==> src/source/video_consts.svh <==
// Video subsystem constants
// Frame geometry, memory sizes and the CPU register map
`ifndef VIDEO_CONSTS_SVH
`define VIDEO_CONSTS_SVH

// Horizontal geometry in pixel clocks
`define VID_HTOTAL        384
`define VID_HACTIVE       256
`define VID_HS_START      300
`define VID_HS_LEN        32

// Vertical geometry in lines
`define VID_VTOTAL        264
`define VID_VACTIVE       224
`define VID_VS_START      240
`define VID_VS_LEN        8

// Pixel clocks from the counters to the RGB outputs
`define VID_PXL_DELAY     4

// Memory sizes in bytes
`define VID_MAP_WORDS     1024
`define VID_PAL_BYTES     128

// Registers behind the gfx chip select
`define VID_CTRL_ADDR     11'h400
`define VID_IRQ_ACK_ADDR  11'h401

`endif

==> src/source/pixel_cen.sv <==
// Pixel clock enables
// Divides the 48 MHz system clock into 12 MHz and 6 MHz enables
`timescale 1ns/1ns
`default_nettype none

module pixel_cen (
    input  wire  clk,
    output logic cen12,
    output logic cen6
);

    // Free-running divider, any start phase works
    logic [2:0] cnt = 3'd0;

    always_ff @(posedge clk) begin
        cnt   <= cnt + 3'd1;
        // Both enables fire together once every 8 clocks
        cen12 <= cnt[1:0] == 2'b11;
        cen6  <= cnt == 3'b111;
    end

endmodule

`default_nettype wire

==> config.mk <==
export PLATFORM = sky130hd
export DESIGN_NAME = pixel_cen
export DESIGN_NICKNAME = d
export VERILOG_FILES = /design/src/source/video_consts.svh /design/src/source/pixel_cen.sv
export SDC_FILE = /design/constraint.sdc
export NUM_CORES = 1
export LEC_CHECK = 0
export BUFFER_PORTS_ARGS = -buffer_cell sky130_fd_sc_hd__buf_2
export CAP_MARGIN = 20
export CELL_PAD_IN_SITES_DETAIL_PLACEMENT = 0
export CELL_PAD_IN_SITES_GLOBAL_PLACEMENT = 1
export CORE_AREA = 5 5 42 44
export CTS_CLUSTER_SIZE = 16
export DETAILED_ROUTE_END_ITERATION = 16
export DIE_AREA = 0 0 47 49
export PLACE_DENSITY_LB_ADDON = 0.3
export SETUP_SLACK_MARGIN = 0.2
export SLEW_MARGIN = 0
export SYNTH_ARGS = -nofsm -noshare
export SYNTH_HDL_FRONTEND = slang
export SYNTH_SLANG_ARGS = --single-unit
==> constraint.sdc <==
create_clock -name clk -period 0.85 [get_ports clk]
set_input_delay 0.2125 -clock clk [delete_from_list [all_inputs] [get_ports clk]]
set_output_delay 0.2125 -clock clk [all_outputs]
set_load 0.03 [all_outputs]
==> flow_results.org <==
** Die
- Pin placement for this block handled 3 I/O pins.
- Placeable core area :: 1400 um2
- For this configuration, the core starts out at a cell density of 0.0920.
- The floorplan has 14 rows.
- Area enclosed by the die boundary :: 2300 um2
- Vertical die dimension :: 49 um
- Width of the chip :: 47 um

** Timing
- In the post-route analysis, the smallest setup slack over all paths is -0.0382 ns.
- For the final routed database, the setup TNS stands at -0.0743 ns.
- In the finished design, the share of the clock period the worst path needs comes to 1.04.
- Final Hold Fails :: 0
- Setup repair after global routing could not meet its margin everywhere.
- Number of max-slew violations in the final report :: 0
- Minimum period implied by the final worst setup slack :: 0.888 ns
- On the final layout, the worst clock skew is 0.00315 ns.
- Setup-violating endpoint count in the final report :: 2
- Max transition margin :: 0.930
- Hold_ws :: 0.397 ns
- At the pin with the least slew margin, the transition time is 0.105 ns.
- Max Clock Freq :: 1.13 GHz

** Worst setup path
- Data on the critical path is required at its endpoint by 0.64 ns.
- In this run the number of cells on the critical path is 1.
- CP cell instances :: buf_6
- The critical path in this run is classified as reg -> out.
- Critical path arrival :: 0.68 ns
- Critical register-to-register path endpoint :: cnt[2]$_DFF_P_
- Counting both buffers and inverters, the worst setup path holds a total of 1.
- Flop-to-flop setup slack :: 0.07 ns
- The startpoint identified for the worst register-to-register timing path is cnt[0]$_DFF_P_.
- Category of cells accounting for the largest share of critical-path delay :: flip-flops
- Cell with the largest stage delay on the worst path :: sky130_fd_sc_hd__dfxtp_2
- Logic depth of the worst register-to-register path :: 2
- Startpoint kind of the worst setup timing path :: flop
- Crit path from :: cen12$_DFF_P_
- The worst setup path is captured at a primary output.
- On the worst path, the slowest cell contributes a delay of 0.31 ns.
- Of all nets on the critical path, the largest fanout is 1.
- The most critical setup path has its endpoint at cen12.

** Yosys
- Cell Area, Synth :: 129 um2
- Register area share after synthesis :: 0.777
- After synthesis, the netlist uses 3 different library cells.
- The Yosys step of the flow raised 0 warnings.
- In this run the mean area of a mapped cell was 16.1 um2.
- Synthesis produced 8 cells.
- FF+latch count, synth :: 5
- Synthesis produced a netlist with a net count of 11.

** Finish
- After the last flow step, the layout net total stands at 18.
- 0 antenna diodes ended up in the layout.
- Layout overhead on the synthesized area :: 76.7%
- Post-route core utilization :: 0.163
- In the final layout, the share of cells above drive strength 1 is 0.786.
- The finished layout holds 30 standard cells, fillers aside.
- Final Instance Area :: 228 um2

** Global route
- Entering global routing, the biggest net connects 4 pins.
- For this run, the total global-route usage over all layers was measured as 0.0240.
- Vias in the first global route :: 85
- Residual overflow from global routing :: 0
- Initial antenna violation count :: 0
- The first global-routing pass estimated 289 um of wire.

** Route
- Summing over every cut layer, the via total after detailed routing is 72.
- DR iter-0 viols :: 2
- Number of optimization iterations in the first detailed-route pass :: 2
- Via count normalized by instance count :: 2.40
- Antenna Nets Post-Route :: 0
- Final wirelength :: 157 um
- Routed WL per cell :: 5.23 um
- In the routed design, unresolved DRC markers number 0.

** Clocking
- Clock tree synthesis inserted a total of 3 buffers.
- In this run the number of H-tree levels came out at 1.
- The clock passes through at most 2 buffers.
- In this run, post-CTS hold repair placed 0 buffers.
- Counting every sink on the clock net gives 5.
- CTS tree :: done
- Register clock-pin slew on the reported worst setup and hold paths :: 0.04 ns
- Source-to-sink clock delay at the later pin of the worst-skew pair :: 0.24 ns
- The tree is rooted in a sky130_fd_sc_hd__clkbuf_4.

** Placement
- Input/output buffers :: 2
- Including well taps, the total number of placed cells is 26.
- Gpl congestion :: 0.542
- Total placed instance area :: 189 um2
- Worst setup timing slack at the placement stage :: 0.0392 ns

** Power
- Leakage :: 0.0868 nW
- Peak VDD IR :: 0.790 mV
- The design draws 0.505 mW.
- In this run the power density over the cells is 2220 nW/um2.

** Flow run
- Across the run, the number of max-cap violations was 0.

** Status
- Run status :: complete, but fails checks
- Violated checks :: setup timing

** Worst hold path
- Type of the most critical hold path :: reg -> reg
- Cells on Worst Hold Path :: 1
[area by class of cell]
class / instances / area (um2)
fillers: 162 / 1170
flip-flops and latches: 5 / 105
multi-input cells: 2 / 50.0
clock buffers: 4 / 26.3
repair buffers: 2 / 22.5
well taps: 16 / 20.0
inverters: 1 / 3.75
[where the power goes]
group          leakage [nW]  internal, mW  switching [mW]
combinational        0.0295             0               0
sequential           0.0423         0.235               0
clock                0.0150         0.177          0.0921
[flip-flops by register name, indices dropped and copies added (netlist names)]
signal	count
cen12	1
cnt	3
cen6	1
[synthesized netlist by cell type (all sizes together)]
library cell | number | area share
dfxtp | 5 | 0.78
ha | 2 | 0.19
inv | 1 | 0.029
[logic make-up after synthesis]
logic type	after synthesis	share of synthesized area
adders and majority gates	2	0.194
buffers and inverters	1	0.0291
DFF	5	0.777
[timing repair]
item,4_1_cts,5_1_grt
pin swaps,2,1
setup buffers,0,0
cloned,0,0
endpoints found under the setup margin,4,5
resized for setup,4,0
[worst min-delay path by stage]
stage	from	endpoint
final	cnt[0]$_DFF_P_	cnt[0]$_DFF_P_
after global routing	cnt[0]$_DFF_P_	cnt[0]$_DFF_P_
after CTS	cnt[0]$_DFF_P_	cnt[0]$_DFF_P_
after detailed placement	cnt[0]$_DFF_P_	cnt[0]$_DFF_P_
after global placement	cnt[0]$_DFF_P_	cnt[0]$_DFF_P_
after floorplan	cnt[0]$_DFF_P_	cnt[0]$_DFF_P_
[cells in the final DEF (no fill, tap or decap)]
master,n
sky130_fd_sc_hd__ha_4,2
sky130_fd_sc_hd__clkbuf_1,1
sky130_fd_sc_hd__clkbuf_4,3
sky130_fd_sc_hd__buf_6,2
sky130_fd_sc_hd__inv_1,1
sky130_fd_sc_hd__dfxtp_2,4
sky130_fd_sc_hd__dfxtp_1,1
[metal layers]
layer	GRT usage	wire, um	vias to the layer above
li1	-	-	36
met1	0.0155	75	31
met2	0.0204	47	5
met3	0.0554	35	0
met4	0.0138	0	0
met5	0	0	-
(Power assumes the default switching activity.)
