`src/source/video_consts.svh`:
```
// Video subsystem constants
// Frame geometry, memory sizes and the CPU register map
`ifndef VIDEO_CONSTS_SVH
`define VIDEO_CONSTS_SVH

// Horizontal geometry in pixel clocks
`define VID_HTOTAL        384
`define VID_HACTIVE       256
`define VID_HS_START      300
`define VID_HS_LEN        32

// Vertical geometry in lines
`define VID_VTOTAL        264
`define VID_VACTIVE       224
`define VID_VS_START      240
`define VID_VS_LEN        8

// Pixel clocks from the counters to the RGB outputs
`define VID_PXL_DELAY     4

// Memory sizes in bytes
`define VID_MAP_WORDS     1024
`define VID_PAL_BYTES     128

// Registers behind the gfx chip select
`define VID_CTRL_ADDR     11'h400
`define VID_IRQ_ACK_ADDR  11'h401

`endif

```
`src/source/video_pkg.sv`:
```
// Video subsystem types
// Counters, pixel indices, colours, bus words and the fetch states
`default_nettype none

package video_pkg;

    // Screen position counters
    typedef logic [8:0]  hcnt_t;
    typedef logic [8:0]  vcnt_t;

    // Colour bank in bits 5..2, tile pixel in bits 1..0
    typedef logic [5:0]  pxl_idx_t;
    typedef logic [4:0]  colour_t;

    // CPU bus
    typedef logic [10:0] cpu_addr_t;
    typedef logic [7:0]  cpu_data_t;

    // Graphics ROM, one word per tile row
    typedef logic [17:0] rom_addr_t;
    typedef logic [15:0] rom_data_t;

    typedef enum logic [1:0] {
        IDLE,
        MAP_READ,
        ROM_REQ,
        ROM_WAIT
    } fetch_state_t;

endpackage

`default_nettype wire

```
`src/source/video_timing.sv`:
```
// Video timing generator
// Pixel and line counters, blanking, sync and the vertical blank interrupt
`timescale 1ns/1ns
`default_nettype none
`include "video_consts.svh"

module video_timing (
    input  wire                       clk,
    input  wire                       rst,
    input  wire                       pxl_cen,
    input  wire                       cpu_cen,
    input  wire                       gfx_cs,
    input  wire                       cpu_rnw,
    input  wire video_pkg::cpu_addr_t cpu_addr,
    input  wire video_pkg::cpu_data_t cpu_dout,
    output video_pkg::hcnt_t          hdump,
    output video_pkg::vcnt_t          vdump,
    output logic                      LHBL,
    output logic                      LVBL,
    output logic                      HS,
    output logic                      VS,
    output logic                      cpu_irqn
);

    localparam video_pkg::hcnt_t H_LAST   = video_pkg::hcnt_t'(`VID_HTOTAL - 1);
    localparam video_pkg::hcnt_t H_ACTIVE = video_pkg::hcnt_t'(`VID_HACTIVE);
    localparam video_pkg::hcnt_t HS_BEGIN = video_pkg::hcnt_t'(`VID_HS_START);
    localparam video_pkg::hcnt_t HS_END   = video_pkg::hcnt_t'(`VID_HS_START + `VID_HS_LEN);
    localparam video_pkg::vcnt_t V_LAST   = video_pkg::vcnt_t'(`VID_VTOTAL - 1);
    localparam video_pkg::vcnt_t V_ACTIVE = video_pkg::vcnt_t'(`VID_VACTIVE);
    localparam video_pkg::vcnt_t VS_BEGIN = video_pkg::vcnt_t'(`VID_VS_START);
    localparam video_pkg::vcnt_t VS_END   = video_pkg::vcnt_t'(`VID_VS_START + `VID_VS_LEN);

    video_pkg::hcnt_t hnext;
    video_pkg::vcnt_t vnext;
    logic             irq_en;
    logic             cpu_wr;
    logic             vb_start;

    always_comb begin
        hnext = (hdump == H_LAST) ? '0 : hdump + 9'd1;
        vnext = vdump;
        if (hdump == H_LAST) begin
            vnext = (vdump == V_LAST) ? '0 : vdump + 9'd1;
        end
    end

    assign cpu_wr   = gfx_cs && !cpu_rnw && cpu_cen;
    // Last pixel of the last active line
    assign vb_start = pxl_cen && hdump == H_LAST && vdump == V_ACTIVE - 9'd1;

    // Flags are decoded from the next count so they line up with hdump/vdump
    always_ff @(posedge clk) begin
        if (rst) begin
            hdump <= '0;
            vdump <= '0;
            LHBL  <= 1'b1;
            LVBL  <= 1'b1;
            HS    <= 1'b0;
            VS    <= 1'b0;
        end else if (pxl_cen) begin
            hdump <= hnext;
            vdump <= vnext;
            LHBL  <= hnext < H_ACTIVE;
            LVBL  <= vnext < V_ACTIVE;
            HS    <= hnext >= HS_BEGIN && hnext < HS_END;
            VS    <= vnext >= VS_BEGIN && vnext < VS_END;
        end
    end

    always_ff @(posedge clk) begin
        if (rst) begin
            irq_en   <= 1'b0;
            cpu_irqn <= 1'b1;
        end else begin
            if (cpu_wr && cpu_addr == `VID_CTRL_ADDR) begin
                irq_en <= cpu_dout[0];
            end
            if (cpu_wr && cpu_addr == `VID_IRQ_ACK_ADDR) begin
                cpu_irqn <= 1'b1;
            end
            // A new frame event takes priority over the acknowledge
            if (vb_start && irq_en) begin
                cpu_irqn <= 1'b0;
            end
        end
    end

endmodule

`default_nettype wire

```
`config.mk`:
```
export PLATFORM = sky130hd
export DESIGN_NAME = video_timing
export DESIGN_NICKNAME = d
export VERILOG_FILES = /design/src/source/video_pkg.sv /design/src/source/video_timing.sv
export VERILOG_INCLUDE_DIRS = /design/src /design/src/source
export SDC_FILE = /design/constraint.sdc
export NUM_CORES = 1
export LEC_CHECK = 0
export ABC_AREA = 1
export BUFFER_PORTS_ARGS = -buffer_cell sky130_fd_sc_hd__buf_2
export CORE_MARGIN = 4
export CORE_UTILIZATION = 54
export CTS_CLUSTER_SIZE = 20
export DETAILED_ROUTE_END_ITERATION = 8
export PLACE_DENSITY = 0.84
export SLEW_MARGIN = 20
export SYNTH_ARGS = -nofsm -noshare
export SYNTH_HDL_FRONTEND = slang
export SYNTH_SLANG_ARGS = --single-unit
```
`constraint.sdc`:
```
create_clock -name clk -period 3 [get_ports clk]
set_input_delay 0.15 -clock clk [delete_from_list [all_inputs] [get_ports clk]]
set_output_delay 0.15 -clock clk [all_outputs]
set_load 0.01 [all_outputs]
```
==> impl_metrics.tcl <==
set metrics [dict create \
    numCtsBuffers 3 \
    crit_type "register to register" \
    ys_ff_latch 24 \
    maxSlewViolCount 0 \
    cts_tree "built" \
    skew_ns 0.007617 \
    crit_family "simple AND/OR/NAND/NOR gates" \
    required_ns 3.23 \
    final_layout_size_suffix_gt1_share_pct 22.30 \
    crit_arrival_ns 2.22 \
    track_usage_pct 21.70 \
    htreeDepth 1 \
    start_util_pct 58.09 \
    slowest_delay_ns 0.41 \
    instances_no_fill 299 \
    synth_top_family_by_area "simple AND/OR/NAND/NOR gates" \
    cts_buffer_depth 2 \
    synth_warnings 0 \
    finalSetupViolations 0 \
    ir_drop_mv 0.4757 \
    cts_hold_buf 0 \
    power.density_nw_per_um2 377.4 \
    cap_violations 0 \
    cp_slowest_cell "dfxtp_1" \
    synth_area_sq_um 1465 \
    ys_seq_area_share_pct 32.79 \
    cts-resized-gates 0 \
    post-route-period-util_pct 66.46 \
    max_slew_margin_pct 67.37 \
    dieWidth_um 60.09 \
    synth_area_per_cell_sq_um 6.315 \
    gp_congestion 0.9370 \
    grt_max_degree 19 \
    synth_cell_types 29 \
    dr.pass1.iters 4 \
    vias 1575 \
    drt-total-wl_mm 3.470 \
    clkTransAtPathRegs_ns 0.14 \
    rows 18 \
    grt_pass1_wl_mm 6.023 \
    synth_compound_area_share_pct 13.41 \
    antenna_found_initial 0 \
    cts.sinks 24 \
    hold_class "input port to register" \
    path_cells "ha_1 > nand2_2 > nor2_4 > nand3_2 > nor2_1 > inv_1 > nand2_1 > o22ai_1" \
    viasPerCell 5.268 \
    antenna_cells 0 \
    syn-num-nets 259 \
    finalSetupTns_ns 0 \
    clk_latency_ns 0.33 \
    status "complete, no violations" \
    io_pins 48 \
    drc_errors 0 \
    final.min_clock_period_ns 1.994 \
    fp.coreArea_sq_um 2522 \
    muxShareOfSynthArea_pct 0 \
    hold_viol 0 \
    cp-start-kind "register" \
    portBuffers 40 \
    area_growth_pct 17.34 \
    antenna_left 0 \
    tightest_slew_ns 0.4864 \
    fmax_ghz 0.5016 \
    synth_fa_ha_area_share_pct 1.708 \
    dp_cells 295 \
    cp-end-kind "register" \
    wl_per_cell_um 11.61 \
    drt_iter0_markers 49 \
    grt-ovfl-total 0 \
    synthSimpleGateAreaFrac_pct 41.16 \
    cts_setup_buffers 0 \
    final_nets 297 \
    dp_hpwl_mm 2.655 \
    crit_fanout 14 \
    netlist_instances 232 \
    grt_pass1_vias 1397 \
    die_h_um 60.09 \
    root_buffer "clkbuf_4" \
    path_buf_inv 1 \
    dieArea_sq_um 3611 \
    rsz0062_at_grt "false" \
    leakagePower_nw 0.8119 \
    synth-xor-area-share_pct 1.793 \
]
cell usage in the layout (no fill, tap or decap), types with 3 or more instances in the layout:
cell,n
a211oi_1,3
a21oi_1,15
nand3_1,16
nand3_2,3
dfxtp_1,24
nand2_2,6
o21ai_0,11
buf_2,40
nor2_1,34
nand2_1,63
clkbuf_4,3
inv_1,25
kinds of logic (layout without fill, tap and decap cells):
group / Yosys count / in the layout
AO/OA/AOI/OAI: 35 / 35
XOR/XNOR: 3 / 3
adder cells (fa/ha/maj): 2 / 2
buffers and inverters: 33 / 70
flip-flops: 24 / 24
AND/OR/NAND/NOR: 135 / 135
layer usage:
metal,global-route usage [%],wire (um),share of wire (%),vias up
li1,-,-,-,824
met1,28.39,1591,46,684
met3,6.695,279,8.0,7
met4,7.911,46,1.3,0
met5,0,0,0,-
met2,33.33,1552,45,60
worst min-delay path: cells and delay by family:
family,cells,cell delay [ns]
AOI/OAI and AO/OA,2,0.17
buffers and inverters,1,0.07
flip-flops by register name (all words and copies together) (netlist names):
signal and flops:
hdump 9, cpu_irqn 1, HS 1, VS 1, vdump 9, LHBL 1
LVBL 1, irq_en 1
stage by stage:
stage,power (mW),area (sq um),utilization [%],hold WS [ns],worst slack (ns)
5_1_grt,0.6769,1719,68.15,0.09279,0.7459
3_3_place_gp,0.4162,1667,66.07,0.4247,1.068
4_1_cts,0.6527,1719,68.15,0.08431,1.023
6_report,0.6488,1719,68.15,0.08089,1.006
2_1_floorplan,0.3899,1465,-,0.3062,1.427
3_5_place_dp,0.4179,1667,66.07,0.4336,1.042
path summary, 6_finish.rpt:
check                            startpoint        to  slack [ns]  cells past startpoint
worst max-delay path               hdump[0]  vdump[6]        1.01                      8
worst min-delay path            cpu_dout[0]    irq_en        0.08                      3
worst max register to register     hdump[0]  vdump[6]        1.01                      8
worst min register to register       irq_en    irq_en        0.46                      2
area by class of cell:
class | instances | area, sq um
Clock buffer | 3 | 22.52
Clock inverter | 1 | 30.03
Fill cell | 231 | 803.3
Inverter | 26 | 97.59
Multi-Input combinational cell | 175 | 850.8
Sequential cell | 24 | 480.5
Tap cell | 30 | 37.54
Timing Repair Buffer | 40 | 200.2
cells in the mapped netlist:
cell type | n | area share (%)
ha_1 | 2 | 1.7
nor4b_1 | 1 | 0.60
dfxtp_1 | 24 | 33
nand2_2 | 6 | 2.6
a21oi_2 | 1 | 0.60
nand4_1 | 2 | 0.85
nand3_1 | 16 | 5.5
xnor2_1 | 1 | 0.60
o22ai_1 | 2 | 0.85
xor2_1 | 2 | 1.2
nor2_1 | 34 | 8.7
nor4_1 | 2 | 0.85
clkbuf_2 | 2 | 0.68
o21ai_0 | 11 | 3.8
a21oi_1 | 15 | 5.1
clkinv_1 | 1 | 0.26
o32ai_1 | 1 | 0.60
clkbuf_1 | 4 | 1.0
or2_2 | 2 | 0.85
buf_6 | 1 | 0.77
nor3_1 | 2 | 0.68
a211oi_1 | 3 | 1.5
inv_1 | 25 | 6.4
nand3_2 | 3 | 2.0
o21bai_1 | 1 | 0.51
a31oi_1 | 1 | 0.43
nor2_4 | 2 | 1.5
nor2_2 | 2 | 0.85
nand2_1 | 63 | 16
where the power goes:
group	internal (mW)	switching, mW
Combinational	0.0291	0.0433
Sequential	0.328	0.0110
Clock	0.135	0.103
Total	0.492	0.157
No activity file was read; power rests on OpenSTA's default activity.
